File: src/hdl/mctrl_consts.svh
`ifndef MCTRL_CONSTS_SVH
`define MCTRL_CONSTS_SVH

//----------------------------------------------------------------------
// uplink cache sizing
//----------------------------------------------------------------------
`define CACHE_DEPTH      32768          // words per uplink cache
`define CACHE_HALF       16384          // fill level that triggers a cache report

`define SLOT_CYCLES_DEF  (1 << 24)      // default slot length, ~0.1 s at 163.84 MHz

//----------------------------------------------------------------------
// frame format
//----------------------------------------------------------------------
`define FRAME_HDR        8'hEB          // sync byte, outside the crc
`define CRC8_POLY        8'h07          // x^8 + x^2 + x + 1

// report type codes
`define PT_DS_SYNC       8'h20          // downlink sync data
`define PT_MSLS          8'h21          // medium/low speed status
`define PT_DS_STAT       8'h22          // downlink statistics
`define PT_US_STAT       8'h23          // uplink statistics
`define PT_CACHE         8'h24          // uplink cache remaining space
`define PT_SW            8'h30          // software version

// information unit ids
`define IU_DOWN          8'd40
`define IU_UP            8'd41
`define IU_SW            8'd42

// payload length in bytes, per report type
`define LEN_DS_SYNC      13
`define LEN_MSLS         5
`define LEN_STAT         8              // both statistics reports
`define LEN_CACHE        6
`define LEN_SW           4

`endif

File: src/hdl/mctrl_pkg.sv
package mctrl_pkg;

    //------------------------------------------------------------------
    // width types
    //------------------------------------------------------------------
    typedef logic [7:0]  para_type_t;   // report type code
    typedef logic [7:0]  info_id_t;     // information unit id
    typedef logic [15:0] cache_cnt_t;   // one cache fill / remaining count
    typedef logic [7:0]  byte_t;

    //------------------------------------------------------------------
    // modem status snapshot, 352 bits
    //------------------------------------------------------------------
    typedef struct packed {
        logic [103:0]     ds_sync;      // 0x20
        logic [39:0]      ms_ls;        // 0x21
        logic [63:0]      ds_stat;      // 0x22, cut down to 64 bits
        logic [63:0]      us_stat;      // 0x23, cut down to 64 bits
        cache_cnt_t [2:0] cache_cnt;    // [2] control, [1] business, [0] circuit
        logic [31:0]      sw_info;      // 0x30
    } status_t;

    // report request, 9 bits
    // a one cycle strobe on every link that carries it
    typedef struct packed {
        logic       valid;
        para_type_t ptype;
    } report_req_t;

    // serial transmitter phases
    typedef enum logic [1:0] {
        IDLE = 2'd0,    // waiting for a grant
        HDR  = 2'd1,    // sync, id, type, length
        BODY = 2'd2,    // payload bytes
        CRC  = 2'd3     // trailing crc-8
    } tx_state_e;

endpackage

File: src/hdl/report_scheduler.sv
`timescale 1ns/1ps
`include "mctrl_consts.svh"

module report_scheduler import mctrl_pkg::*; #(
    parameter int unsigned SLOT_CYCLES = `SLOT_CYCLES_DEF
) (
    input  logic             i_clk163m84,
    input  logic             i_rst_n,
    input  logic             i_report_en,    // gates every periodic report
    input  cache_cnt_t [2:0] i_cache_cnt,    // live fill counts
    output report_req_t      o_per_req,      // one cycle strobe
    output cache_cnt_t [2:0] o_cache_remain  // free space, one cycle late
);

    localparam int CNT_W = (SLOT_CYCLES > 1) ? $clog2(SLOT_CYCLES) : 1;

    logic [CNT_W-1:0] slot_cnt;
    logic [1:0]       slot_idx;  // four slots per period
    logic             slot_wrap;
    logic             half_hit;  // some cache at least half full
    report_req_t      sched_req;

    assign slot_wrap = (slot_cnt == CNT_W'(SLOT_CYCLES - 1));

    //------------------------------------------------------------------
    // slot timer
    //------------------------------------------------------------------
    always_ff @(posedge i_clk163m84 or negedge i_rst_n) begin
        if (!i_rst_n) begin
            slot_cnt <= '0;
            slot_idx <= 2'd0;
        end else if (slot_wrap) begin
            slot_cnt <= '0;
            slot_idx <= slot_idx + 2'd1;  // 3 -> 0 rolls over
        end else begin
            slot_cnt <= slot_cnt + 1'b1;
        end
    end

    always_comb begin
        half_hit = 1'b0;
        for (int i = 0; i < 3; i++) begin
            if (i_cache_cnt[i] >= cache_cnt_t'(`CACHE_HALF))
                half_hit = 1'b1;
        end
    end

    // schedule table, looked up only at the first cycle of a slot
    always_comb begin
        sched_req = '0;
        if (slot_cnt == '0 && i_report_en) begin
            case (slot_idx)
                2'd1: sched_req = '{valid: 1'b1, ptype: `PT_DS_STAT};
                2'd3: sched_req = '{valid: 1'b1, ptype: `PT_US_STAT};
                default: begin                    // slots 0 and 2
                    if (half_hit)
                        sched_req = '{valid: 1'b1, ptype: `PT_CACHE};
                end
            endcase
        end
    end

    always_ff @(posedge i_clk163m84 or negedge i_rst_n) begin
        if (!i_rst_n)
            o_per_req <= '0;
        else
            o_per_req <= sched_req;  // strobe drops next cycle
    end

    // remaining space, free running
    always_ff @(posedge i_clk163m84) begin
        for (int i = 0; i < 3; i++)
            o_cache_remain[i] <= cache_cnt_t'(`CACHE_DEPTH) - i_cache_cnt[i];
    end

endmodule

File: src/hdl/report_arbiter.sv
`timescale 1ns/1ps
`include "mctrl_consts.svh"

module report_arbiter import mctrl_pkg::*; (
    input  logic        i_clk163m84,
    input  logic        i_rst_n,
    input  logic        i_host_req,   // strobe
    input  para_type_t  i_host_type,
    input  report_req_t i_per_req,    // periodic strobe from scheduler
    input  logic        i_tx_busy,
    output report_req_t o_grant       // one cycle strobe to transmitter
);

    logic       host_pend;
    logic       per_pend;
    para_type_t host_type_q;
    para_type_t per_type_q;
    logic       host_ok;
    logic       can_grant;
    logic       gnt_host;
    logic       gnt_per;

    // supported report codes
    function automatic logic type_ok(input para_type_t t);
        case (t)
            `PT_DS_SYNC, `PT_MSLS, `PT_DS_STAT,
            `PT_US_STAT, `PT_CACHE, `PT_SW: type_ok = 1'b1;
            default:                        type_ok = 1'b0;
        endcase
    endfunction

    assign host_ok   = i_host_req && type_ok(i_host_type);  // bad codes dropped here
    assign can_grant = !i_tx_busy && !o_grant.valid;        // busy rises a cycle after grant
    assign gnt_host  = can_grant && host_pend;              // host wins
    assign gnt_per   = can_grant && !host_pend && per_pend;

    always_ff @(posedge i_clk163m84 or negedge i_rst_n) begin
        if (!i_rst_n) begin
            host_pend <= 1'b0;
            per_pend  <= 1'b0;
            o_grant   <= '0;
        end else begin
            if (gnt_host) host_pend <= 1'b0;
            if (host_ok)  host_pend <= 1'b1;     // new arrival outranks the clear
            if (gnt_per)  per_pend  <= 1'b0;
            if (i_per_req.valid) per_pend <= 1'b1;
            o_grant.valid <= gnt_host || gnt_per;
            o_grant.ptype <= gnt_host ? host_type_q : per_type_q;
        end
    end

    // latest type per source, older one overwritten
    always_ff @(posedge i_clk163m84) begin
        if (host_ok)
            host_type_q <= i_host_type;
        if (i_per_req.valid)
            per_type_q <= i_per_req.ptype;
    end

endmodule

File: src/hdl/frame_tx.sv
`timescale 1ns/1ps
`include "mctrl_consts.svh"

module frame_tx import mctrl_pkg::*; (
    input  logic             i_clk163m84,
    input  logic             i_rst_n,
    input  report_req_t      i_grant,
    input  status_t          i_status,
    input  cache_cnt_t [2:0] i_cache_remain,
    output logic             o_tx_busy,
    output logic             o_tx_data,   // msb first
    output logic             o_tx_en
);

    localparam int PAY_W = `LEN_DS_SYNC * 8;  // longest payload

    tx_state_e        state;
    logic [2:0]       bit_cnt;
    logic [3:0]       byte_idx;
    byte_t            cur_byte;     // byte on the wire
    byte_t            crc_q;
    logic [PAY_W-1:0] pay_buf;      // left aligned and shifted a byte at a time
    para_type_t       type_q;
    info_id_t         id_q;
    logic [3:0]       len_q;
    info_id_t         lk_id;
    logic [3:0]       lk_len;
    logic [PAY_W-1:0] lk_pay;
    logic             start;
    logic             byte_end;
    logic             last_body;
    byte_t            nxt_byte;
    logic             nxt_is_crc;
    logic             take_pay;

    function automatic byte_t crc8_upd(input byte_t crc, input byte_t data);
        byte_t c;
        c = crc ^ data;
        for (int i = 0; i < 8; i++)
            c = c[7] ? ((c << 1) ^ `CRC8_POLY) : (c << 1);
        return c;
    endfunction

    assign start     = (state == IDLE) && i_grant.valid;
    assign byte_end  = (state != IDLE) && (bit_cnt == 3'd7);
    assign last_body = (byte_idx == len_q - 4'd1);

    //------------------------------------------------------------------
    // per type lookup with the payload padded to the left
    //------------------------------------------------------------------
    always_comb begin
        case (i_grant.ptype)
            `PT_DS_SYNC: begin
                lk_id  = `IU_DOWN;
                lk_len = 4'(`LEN_DS_SYNC);
                lk_pay = i_status.ds_sync;
            end
            `PT_MSLS: begin
                lk_id  = `IU_UP;
                lk_len = 4'(`LEN_MSLS);
                lk_pay = {i_status.ms_ls, 64'd0};
            end
            `PT_DS_STAT: begin
                lk_id  = `IU_DOWN;
                lk_len = 4'(`LEN_STAT);
                lk_pay = {i_status.ds_stat, 40'd0};
            end
            `PT_US_STAT: begin
                lk_id  = `IU_UP;
                lk_len = 4'(`LEN_STAT);
                lk_pay = {i_status.us_stat, 40'd0};
            end
            `PT_CACHE: begin
                lk_id  = `IU_UP;
                lk_len = 4'(`LEN_CACHE);
                lk_pay = {i_cache_remain, 56'd0};
            end
            default: begin
                lk_id  = `IU_SW;
                lk_len = 4'(`LEN_SW);
                lk_pay = {i_status.sw_info, 72'd0};
            end
        endcase
    end

    // next byte to load when the current one finishes
    always_comb begin
        nxt_byte   = crc_q;
        nxt_is_crc = 1'b1;
        take_pay   = 1'b0;
        case (state)
            HDR: begin
                nxt_is_crc = 1'b0;
                case (byte_idx)
                    4'd0:    nxt_byte = id_q;
                    4'd1:    nxt_byte = type_q;
                    4'd2:    nxt_byte = {4'd0, len_q};
                    default: begin
                        nxt_byte = pay_buf[PAY_W-1 -: 8];  // first payload byte
                        take_pay = 1'b1;
                    end
                endcase
            end
            BODY: begin
                if (!last_body) begin
                    nxt_byte   = pay_buf[PAY_W-1 -: 8];
                    nxt_is_crc = 1'b0;
                    take_pay   = 1'b1;
                end
            end
            default: ;
        endcase
    end

    // snapshot and byte datapath with the crc folded in as each byte loads
    always_ff @(posedge i_clk163m84) begin
        if (start) begin
            type_q   <= i_grant.ptype;
            id_q     <= lk_id;
            len_q    <= lk_len;
            pay_buf  <= lk_pay;
            cur_byte <= `FRAME_HDR;
            crc_q    <= '0;                // init 0 and the sync byte excluded
        end else if (byte_end) begin
            cur_byte <= nxt_byte;
            if (!nxt_is_crc)
                crc_q <= crc8_upd(crc_q, nxt_byte);
            if (take_pay)
                pay_buf <= {pay_buf[PAY_W-9:0], 8'h00};
        end
    end

    //------------------------------------------------------------------
    // fsm and serial output
    //------------------------------------------------------------------
    always_ff @(posedge i_clk163m84 or negedge i_rst_n) begin
        if (!i_rst_n) begin
            state     <= IDLE;
            bit_cnt   <= 3'd0;
            byte_idx  <= 4'd0;
            o_tx_busy <= 1'b0;
            o_tx_en   <= 1'b0;
            o_tx_data <= 1'b0;
        end else if (state == IDLE) begin
            o_tx_en   <= 1'b0;
            o_tx_data <= 1'b0;
            o_tx_busy <= start;            // falls together with o_tx_en
            if (start) begin
                state    <= HDR;
                bit_cnt  <= 3'd0;
                byte_idx <= 4'd0;
            end
        end else begin
            o_tx_en   <= 1'b1;
            o_tx_data <= cur_byte[3'd7 - bit_cnt];
            bit_cnt   <= bit_cnt + 3'd1;
            if (bit_cnt == 3'd7) begin
                case (state)
                    HDR: begin
                        byte_idx <= (byte_idx == 4'd3) ? 4'd0 : byte_idx + 4'd1;
                        if (byte_idx == 4'd3)
                            state <= BODY;
                    end
                    BODY: begin
                        byte_idx <= byte_idx + 4'd1;
                        if (last_body)
                            state <= CRC;
                    end
                    default: state <= IDLE;  // crc byte done
                endcase
            end
        end
    end

endmodule

File: src/hdl/mctrl_top.sv
`timescale 1ns/1ps
`include "mctrl_consts.svh"

module mctrl_top import mctrl_pkg::*; #(
    parameter int unsigned SLOT_CYCLES = `SLOT_CYCLES_DEF
) (
    input  logic       i_clk163m84,
    input  logic       i_rst_n,
    input  status_t    i_status,     // held by the modem side
    input  logic       i_report_en,
    input  logic       i_host_req,   // strobe
    input  para_type_t i_host_type,
    output logic       o_tx_data,
    output logic       o_tx_en
);

    report_req_t      per_req;       // periodic request strobe
    cache_cnt_t [2:0] cache_remain;
    report_req_t      grant;
    logic             tx_busy;

    //------------------------------------------------------------------
    // requesters
    //------------------------------------------------------------------
    report_scheduler #(
        .SLOT_CYCLES    (SLOT_CYCLES)
    ) u_sched (
        .i_clk163m84    (i_clk163m84),
        .i_rst_n        (i_rst_n),
        .i_report_en    (i_report_en),
        .i_cache_cnt    (i_status.cache_cnt),
        .o_per_req      (per_req),
        .o_cache_remain (cache_remain)
    );

    // host before periodic
    report_arbiter u_arb (
        .i_clk163m84    (i_clk163m84),
        .i_rst_n        (i_rst_n),
        .i_host_req     (i_host_req),
        .i_host_type    (i_host_type),
        .i_per_req      (per_req),
        .i_tx_busy      (tx_busy),
        .o_grant        (grant)
    );

    //------------------------------------------------------------------
    // shared serial transmitter
    //------------------------------------------------------------------
    frame_tx u_tx (
        .i_clk163m84    (i_clk163m84),
        .i_rst_n        (i_rst_n),
        .i_grant        (grant),
        .i_status       (i_status),
        .i_cache_remain (cache_remain),
        .o_tx_busy      (tx_busy),
        .o_tx_data      (o_tx_data),
        .o_tx_en        (o_tx_en)
    );

endmodule

File: config.mk
export PLATFORM = sky130hd
export DESIGN_NAME = mctrl_top
export DESIGN_NICKNAME = d
export VERILOG_FILES = /design/src/hdl/mctrl_pkg.sv /design/src/hdl/report_scheduler.sv /design/src/hdl/report_arbiter.sv /design/src/hdl/frame_tx.sv /design/src/hdl/mctrl_top.sv
export VERILOG_INCLUDE_DIRS = /design/src /design/src/hdl
export SDC_FILE = /design/constraint.sdc
export NUM_CORES = 1
export LEC_CHECK = 0
export BUFFER_PORTS_ARGS = -buffer_cell sky130_fd_sc_hd__buf_2
export CAP_MARGIN = 20
export CORE_ASPECT_RATIO = 0.7
export CORE_MARGIN = 1
export CORE_UTILIZATION = 53
export CTS_CLUSTER_SIZE = 10
export DETAILED_ROUTE_END_ITERATION = 6
export PLACE_DENSITY = 0.88
export SLEW_MARGIN = 5
export SYNTH_ARGS = -nofsm -noshare
export SYNTH_HDL_FRONTEND = slang
export SYNTH_HIERARCHICAL = 1
export SYNTH_SLANG_ARGS = --single-unit
File: constraint.sdc
create_clock -name i_clk163m84 -period 14.7 [get_ports i_clk163m84]
set_input_delay 3.675 -clock i_clk163m84 [delete_from_list [all_inputs] [get_ports i_clk163m84]]
set_output_delay 3.675 -clock i_clk163m84 [all_outputs]
set_load 0.005 [all_outputs]
Yosys cells after proc, flatten, opt, wreduce, memory -nomap -nowiden
Cells that the tools add are included.

cells by class
  add/subtract/negate cells = 9
  muxes and demuxes = 52
  equal/unequal tests = 24
  reductions and logical operators = 31
  order comparisons = 4
  bitwise gates (word level) = 10

operator list
  kind                      count
  $pmux W104 S5             1
  $mux W104                 3
  $eq A8 B6 Y1 const B      11
  $ge A16 B15 Y1 const B    3
  $sub A16 B16 Y16 const A  3
  $mux W3                   10
  $add A24 B1 Y24 const B   1
  $eq A24 B24 Y1 const B    1
  $logic_not A24 Y1         1
  $mux W24                  1
  $not A3 Y3                8
  $pmux W8 S3               1
  $mux W9                   2
  $pmux W9 S2               1
  $mux W4                   4
  $mux W8                   2
  $pmux W4 S4               1
  $pmux W8 S2               1
  $mux W1                   14
  $reduce_bool A2 Y1        6
  $mux W2                   5
  $eq A4 B2 Y1 const B      2
  $logic_and A1 B1 Y1       8
  $pmux W2 S2               2
  29 further kinds          38

storage, ports and cells
  input bits = 364
  logic and storage cells = 155
  bits in registers = 262
  output and inout bits = 2

Depth between registers and ports, before layout
Gate-level depths: netlist of run 1.

  word-level depth = 21
  depth in mapped cells = 11
  depth with buffers taken out = 10

Cells and area by module
The synthesis of run 1 kept the hierarchy.

by module, submodules not included
  module            seq. area each (um2)  times used  area each (um2)  cells each
  frame_tx          4164.0                1           8898.5           848
  report_scheduler  1711.6                1           3266.9           304
  report_arbiter    755.7                 1           932.1            46

Least setup slack after synthesis of run 1
Ideal clock, no wire load.

  kind = reg2reg
  from = register u_tx.byte_idx[1]
  to = register u_tx.pay_buf[0], enable pin
  arrival time = 12.097 ns
  setup time = 0.849 ns
  stages on the path, launching flop included = 8
  buffers on the path = 1
  period minus slack after synthesis = 12.946 ns
  setup slack = 1.754 ns
  required time = 13.851 ns
  path through = dfrtp_1 > inv_1 > ha_1 > buf_2 > or3_4 > a21boi_2 > nor3_2 > o41ai_1

on the way
  cells in the longest elaborated chain, start to end = 6
  elaborated cells on any way between the ends = 10
  classes of those cells = eq/ne: 3; mux: 3; reduce/logical: 4

ends and longest elaborated chain
  element                                     line             RTL
  from (decl)                                 frame_tx.sv:19   logic [3:0] byte_idx;
  from (signal assigned)                      frame_tx.sv:160  byte_idx <= (byte_idx == 4'd3) ? 4'd0 : byte_idx + 4'd1;
  from (signal assigned)                      frame_tx.sv:165  byte_idx <= byte_idx + 4'd1;
  $eq A4 B1 Y1, or another cell as far along  frame_tx.sv:94   case (byte_idx)
  $reduce_or A3 Y1 (no line)                  --
  $mux W1                                     frame_tx.sv:94
  $pmux W1 S2 (*)                             frame_tx.sv:91   case (state)
  $reduce_bool A2 Y1 (no line) (*)            --
  $reduce_and A2 Y1 (no line) (*)             --
  to (signal assigned)                        frame_tx.sv:121  pay_buf <= lk_pay;
  to (signal assigned)                        frame_tx.sv:129  pay_buf <= {pay_buf[PAY_W-9:0], 8'h00};
  to (decl)                                   frame_tx.sv:22   logic [PAY_W-1:0] pay_buf;

Mark *: on every way between the ends. The rest lies on a longest branch, timed or not.
A chain may end at the register's enable or synchronous reset.

Worst setup path after layout of run 1
  from = input port i_status[48] in the netlist's numbering
  to = register u_sched/o_cache_remain[28] in the netlist's numbering

on the way
  cells in the longest elaborated chain, start to end = 1

ends and longest elaborated chain
  element                          line                    RTL
  from (decl)                      mctrl_top.sv:9          input status_t i_status,
  $sub A16 B16 Y16                 report_scheduler.sv:73  o_cache_remain[i] <= cache_cnt_t'(`CACHE_DEPTH) - i_cache_cnt[i];
  to (signal, indexed assignment)  report_scheduler.sv:73
  to (decl)                        report_scheduler.sv:12  output cache_cnt_t [2:0] o_cache_remain

No other way between the ends.

==> metrics, run 1 <==
status=finished with violations; violations in the final reports=DRC; clock power share=0.335; post-cts resize count=0; GP Congestion=0.936; largest net degree at the start of global routing=102; via-per-instance ratio=6.07; sequential power share=0.417; Port Buffers=365; Post-Place Setup Slack=just over 9 ns; Core Area=about 24,000 sq um; setup bufs post-CTS=0; Post-Route WL=a little under 40,000 um; register area share after synthesis=0.506; reg2reg start=u_arb/o_grant[0]; Data required, critical path=15.18 ns; Max clock buf depth=3; H-tree levels=1; DR DRC count=11; initial antenna violation count=3; Worst Hold Class=reg2reg; Mapped Area=13,100 sq um; combinational share of power=0.248; Int Pwr=1.39 mW; EDFF count, synth=~130; final setup vio count=0; Final Cycle Share=0.327; utilization after layout=0.669; Post-Route M1 WL=15,900 um; number of CTS-inserted buffers=29; Placed Area=roughly 15,000 sq um; post-synthesis cell count=approximately 1.2k; leading area contributor after synthesis=edfxtp_1; synth unique cells=86; DR vias=11.4k; Lkg Pwr=slightly above 7 nW; TritonCTS clock tree=built; nets=1,918; Non-Filler Instances=1,878; maximum clock rate=around 0.21 GHz; final setup margin=~9.9 ns; DIE AREA=25,400 sq um; top post-synthesis cells by area=edfxtp_1 (31%), dfrtp_1 (10%), dfxtp_1 (9.8%); Area Growth Syn to Fin=22.2%; CP arrival=approximately 5.3 ns; most frequently used flop master after synthesis=edfxtp_1; RSZ-0062 raised after global routing=no; ANT nets after route=0; CP max-delay cell=or4b_1; hold_sp=u_sched/o_per_req[0]; Clock Sinks=approximately 250; CTS Root Buffer Type=clkbuf_16; Reg clk slew, reported paths=about 0.060 ns; Synth Register Bits=between 200 and 300; VDD IR max=between 0.1 and 0.15 mV; # rows=47; YS warnings=6; Sw Pwr=just under 0.6 mW; max_cap viols=0; global-route wire length before repair=~59,000 um; switching part of the total power=0.300; post-synth top area share=0.307; critical path's largest stage delay=0.52 ns; Worst setup SP type=input port; Chip Width=~190 um; CP endpoint kind=flop; Die H=around 130 um; Design Power=between 1.5 and 2 mW; syn_area_per_cell=10.9 sq um; Tmin final=4.80 ns; Setup Skew=0.0129 ns; critical-path cell list=buf_2 > inv_1 > ha_1 > or4b_1 > nand2b_1 > nor4_1 > xnor2_1; Fin. Hold Viols=0; critical path class=in2reg; wire per inst=around 20 um; Final Max Slew Viols=0; Placed Instances=~1.8k; 1st-pass router iterations=7; Congestion Overflow GR=0; Cell Pwr Density=124 nW/um^2; Max FO, Critical Path=4; Multi-input gate area=between 6000 and 7000 sq um; crit path launch=i_status[48]; worst-margin pin slew=between 0.9 and 1 ns; WL met3=3650 um; hold_ws=between 0.4 and 0.5 ns; hold buffer count at CTS=0; Final Instance Area=roughly 16,000 sq um; post-detail-place hpwl=27,700 um; total area of sequential cells=6640 sq um; setup_tns=0 ns; post-synthesis async set-or-reset flop share=0.211; drt initial violations=roughly 1.5k; I/O Pins=between 300 and 400; Starting Density=0.547; # fillers=around 1.8k; vias in the first global route=11.0k; share of layout cells above drive strength 1=0.321; All-Layer GR Usage=0.297; highest routing layer actually used=met4; worst skew pair latency=0.56 ns; Slew headroom=0.345; wire length on met2=roughly 18,000 um
worst max-delay path: cells and delay by family:
kind / cells / cell delay [ns]
buf+inv: 2 / 0.19
fa+ha+maj: 1 / 0.20
xor+xnor: 1 / 0.16
simple gates: 3 / 1.04
layer usage:
metal | vias to the layer above | global-route usage
li1 | 5171 | -
met1 | 5420 | 0.410
met2 | 709 | 0.479
met3 | 104 | 0.0493
met4 | 0 | 0.0981
met5 | - | 0
cells in the mapped netlist (10+ instances only):
cell type	instances
and3_1	13
mux4_2	10
o21ai_0	45
o31ai_1	19
xnor2_1	41
inv_1	26
nor2_1	79
dfxtp_1	64
a221oi_1	13
ha_1	19
o211ai_1	34
buf_1	10
edfxtp_1	134
o21a_1	33
mux2i_1	61
clkbuf_1	56
a222oi_1	33
nor3_1	21
dfrtp_1	53
xor2_1	30
mux2_2	42
nand3_1	42
a21oi_1	42
nand2_1	133
nor4_1	18
placed cells by master (no fill, tap or decap), types with 34 or more instances in the layout:
master / Yosys / layout
dfxtp_1: 64 / 64
nand2_1: 133 / 132
mux2_2: 42 / 42
xnor2_1: 41 / 41
a21oi_1: 42 / 42
mux2i_1: 61 / 61
buf_2: 2 / 365
o211ai_1: 34 / 34
o21ai_0: 45 / 45
nand3_1: 42 / 42
edfxtp_1: 134 / 134
nor2_1: 79 / 78
dfrtp_1: 53 / 51
area by class of cell:
type,count,area share
Multi-Input combinational cell,848,0.380
Timing Repair Buffer,378,0.120
Clock inverter,4,0.00367
Clock buffer,49,0.0500
Antenna cell,3,0.000469
Sequential cell,251,0.414
Inverter,27,0.00649
Tap cell,318,0.0248
state kept, by name, summed over array words and instances, names as in the netlist, 3 cells and up:
signal and cells:
u_arb/host_type_q 8, u_arb/o_grant 9, u_arb/per_type_q 8, u_sched/o_cache_remain 48
u_sched/o_per_req 4, u_sched/slot_cnt 24, u_tx/bit_cnt 3, u_tx/byte_idx 4
u_tx/crc_q 8, u_tx/cur_byte 8, u_tx/len_q 4, u_tx/pay_buf 104
u_tx/type_q 8
power by group through the flow:
stage               Combinational (mW)  Clock (mW)  Sequential (mW)
finish                           0.494       0.665            0.829
global route                     0.538       0.700            0.834
CTS                              0.487       0.673            0.828
detailed placement               0.480           0            0.842
global placement                 0.464           0            0.839
floorplan                        0.339           0            0.832
worst paths after layout:
check                                              to  slack [ns]  cells after the start
setup / recovery           u_sched/o_cache_remain[28]        9.90                      7
hold / removal                    u_arb/per_type_q[0]        0.43                      0
setup reg to reg                     u_tx/pay_buf[59]       11.33                      4
hold reg to reg                   u_arb/per_type_q[0]        0.43                      0
max in group asynchronous            u_arb/o_grant[0]       10.92                      2
min in group asynchronous        u_sched/slot_cnt[23]        3.24                      2
cells by family after synthesis:
logic type / after synthesis / share of synthesized area
AND/OR/NAND/NOR: 370 / 0.140
AO/OA/AOI/OAI: 266 / 0.148
flip-flops: 251 / 0.506
multiplexers: 113 / 0.0999
buffers and inverters: 102 / 0.0320
XOR/XNOR: 76 / 0.0550
adder cells (fa/ha/maj): 19 / 0.0182
other: 1 / 0.000286
Power figures use the tool's default switching activity.
==> run 2, diff against run 1 <==
- ABC_AREA: default -> 1
- CORE_UTILIZATION: 53 -> 49
- PLACE_DENSITY: 0.88 -> 0.85
- clock period: 14.7 -> 4 ns (I/O delays scaled with it)
==> run 2 against run 1 <==
The run now ends clean. First-iteration DRC count down 1.3%. Die area increased by 13%. Utilization down 5.0 points. Largest power group unchanged. Clock skew rose by 0.0033 ns. Total power increased to 2.8 times the previous value. Critical path depth rose by 4. Synthesized cell count grew 40%. Highest routed layer is now met5. Setup slack worse by 8.7 ns.
==> metrics, run 2 <==
status=finished, final reports clean; max reg flops=104 (unchanged); Synth Register Bits=251 (unchanged); 1st-pass router iterations=5 (-2); share of layout cells above drive strength 1=0.251 (-0.0702); Area Growth Syn to Fin=22.2% (about the same); EDFF count, synth=134 (unchanged); number of CTS-inserted buffers=29 (unchanged); Worst Hold Endpoint=u_arb/per_type_q[2]; drt initial violations=1,432 (-1.3%); Clock Sinks=251 (unchanged); Chip Width=202 um (+6.6%); most frequent cell after synthesis=nand2_1; most frequent cells in the layout=nand2_1 (532), buf_2 (365), nand3_1 (152); Final Cycle Share=0.709; DR vias=13.3k (+17%); leading area contributor after synthesis=edfxtp_1; critical path's largest stage delay=0.43 ns (-0.09 ns); post-cts resize count=0 (unchanged); Tmin final=around 2.8 ns; worst-margin pin slew=1.04 ns (+0.0522 ns); maximum clock rate=0.352 GHz; Congestion Overflow GR=0 (unchanged); worst r2r path cells=11 (+7); Fin. Hold Viols=0 (unchanged); Post-Route WL=43,300 um (+13%); post-synthesis cell count=1,675 (+40%); TritonCTS clock tree=built; hold_sp=u_sched/o_per_req[2]; synth unique cells=57 (-34%); largest register by flop count=u_tx/pay_buf; DIE AREA=28,800 sq um (+13%); critical path class=reg2reg; reg2reg start=u_tx/len_q[0]; GP Congestion=0.960 (+2.5%); hold_ws=0.418 ns (-0.0140 ns); Setup Skew=0.0162 ns (+0.00331 ns); Placed Area=16,000 sq um (+5.5%); All-Layer GR Usage=0.294 (-0.00365); Worst Hold Depth=0 (unchanged); Lkg Pwr=8.05 nW (+13%); DR DRC count=0 (-11); nets=2,408 (+26%); Worst Hold Class=reg2reg; final setup vio count=0 (unchanged); CP max-delay cell=buf_4; post-synth top area share=0.292 (-0.0149); most common cell after layout, fill and taps aside=nand2_1; syn_area_per_cell=8.22 sq um (-25%); CTS Root Buffer Type=clkbuf_16; max_cap viols=0 (unchanged); RSZ-0062 raised after global routing=no; Port Buffers=365 (unchanged); initial antenna violation count=4 (+1); setup bufs post-CTS=0 (unchanged); # rows=50 (+6.4%); largest net degree at the start of global routing=64 (-37%); worst skew pair latency=0.56 ns (about the same); H-tree levels=1 (unchanged); top post-synthesis cells by area=edfxtp_1 (29%), nand2_1 (15%), dfrtp_1 (9.6%); Final Max Slew Viols=0 (unchanged); utilization after layout=0.619 (-0.0496); Die H=142 um (+6.5%); Max clock buf depth=3 (unchanged); post-detail-place hpwl=32,800 um (+19%); Slew headroom=0.308 (-0.0371); register area share after synthesis=0.482 (-0.0246); top cells by count, synth=nand2_1 (534), nand3_1 (152), edfxtp_1 (134), inv_1 (132), nor2_1 (113); Max FO, Critical Path=28 (+24); Cell Pwr Density=325 nW/um^2 (+160%); Starting Density=0.507 (-0.0402); Data required, critical path=4.21 ns (-10.97 ns); via-per-instance ratio=5.52 (-9.1%); YS warnings=6 (unchanged); most frequently used flop master after synthesis=edfxtp_1; Reg clk slew, reported paths=0.06 ns (about the same); Design Power=5.47 mW (+180%); global-route wire length before repair=66,300 um (+13%); I/O Pins=366 (unchanged); VDD IR max=0.262 mV (+130%); Largest regs=u_tx/pay_buf (104), u_sched/o_cache_remain (48), u_sched/slot_cnt (24); ANT nets after route=0 (unchanged); vias in the first global route=12.7k (+16%); post-synthesis async set-or-reset flop share=0.211 (unchanged); hold buffer count at CTS=0 (unchanged); wire per inst=17.9 um (-12%); Core Area=27,200 sq um (+13%); CP endpoint kind=flop; critical-path cell list=inv_2 > ha_1 > xor2_1 > nand2_1 > nor2_8 > nand2_4 > nand2_1 > nand2_2 > nand3_1 > nand2_4 > buf_4; Final Instance Area=16,800 sq um (+5.0%); setup_tns=0 ns (unchanged); CP arrival=3.05 ns (-2.23 ns); Mapped Area=13,800 sq um (+5.1%); Worst setup SP type=flop; r2r endpoint=u_tx/pay_buf[43]; FF-to-FF setup slack=1.16 ns (-10.17 ns)
run 2: cell count changes after synthesis, sizes merged, moves of 33 or more:
cell	delta
nand2	+430
inv	+120
mux2i	-61
nand4	+37
nand3	+116
o21ai	+46
a222oi	-33
mux2	-42
nor2	+54
run 2: kinds of logic (layout without fill, tap and decap cells):
kind of cell,Yosys count,in the layout,synth area share
adders and majority gates,19,19,0.0173
and+or+nand+nor,925,925,0.302
DFF,251,251,0.482
other,1,6,0.000272
buffers and inverters,219,589,0.0659
xor gates and xnor gates,54,54,0.0344
AOI/OAI and AO/OA,206,206,0.0984
run 2: layout make-up:
cell class,instances,area (sq um)
Fill cell,2378,10300
Sequential cell,251,6630
Multi-Input combinational cell,1208,6270
Timing Repair Buffer,388,2050
Clock buffer,52,822
Inverter,147,556
Tap cell,364,455
Clock inverter,2,26.3
Antenna cell,2,5.00
run 2: metrics by stage:
stage	worst slack [ns]	std cells
after floorplan	0.900	1678
after global placement	1.28	2358
after detailed placement	1.19	2358
after CTS	1.16	2412
after global routing	0.981	2413
final	1.16	2414
run 2: power by group:
part,internal [mW],switching [mW]
Sequential,2.73,0.0142
Combinational,0.159,0.137
Clock,1.38,1.05
Total,4.27,1.20
run 2: layer usage:
| metal | vias to the layer above | track usage | wire length [um] |
|---|---|---|---|
| met2 | 712 | 0.466 | 19900 |
| met4 | 4 | 0.0993 | 1330 |
| met5 | - | 0 | 22 |
| li1 | 6319 | - | - |
| met1 | 6193 | 0.408 | 18000 |
| met3 | 93 | 0.0501 | 4040 |
run 2: worst max path at each step:
stage	startpoint	end	slack, ns
2_1_floorplan	u_tx/state[0]	u_tx/pay_buf[0]	0.90
5_1_grt	u_tx/len_q[0]	u_tx/pay_buf[32]	0.98
3_5_place_dp	u_tx/len_q[0]	u_tx/pay_buf[49]	1.19
3_3_place_gp	u_tx/len_q[0]	u_tx/pay_buf[28]	1.28
6_report	u_tx/len_q[0]	u_tx/pay_buf[43]	1.16
4_1_cts	u_tx/len_q[0]	u_tx/pay_buf[32]	1.16
run 2: worst max-delay path, delay by kind of cell (launching register included):
kind | cells | cell delay [ns]
AND/OR/NAND/NOR | 7 | 1.13
XOR/XNOR | 1 | 0.16
adder cells (fa/ha/maj) | 1 | 0.23
buffers and inverters | 2 | 0.52
flip-flops | 1 | 0.42
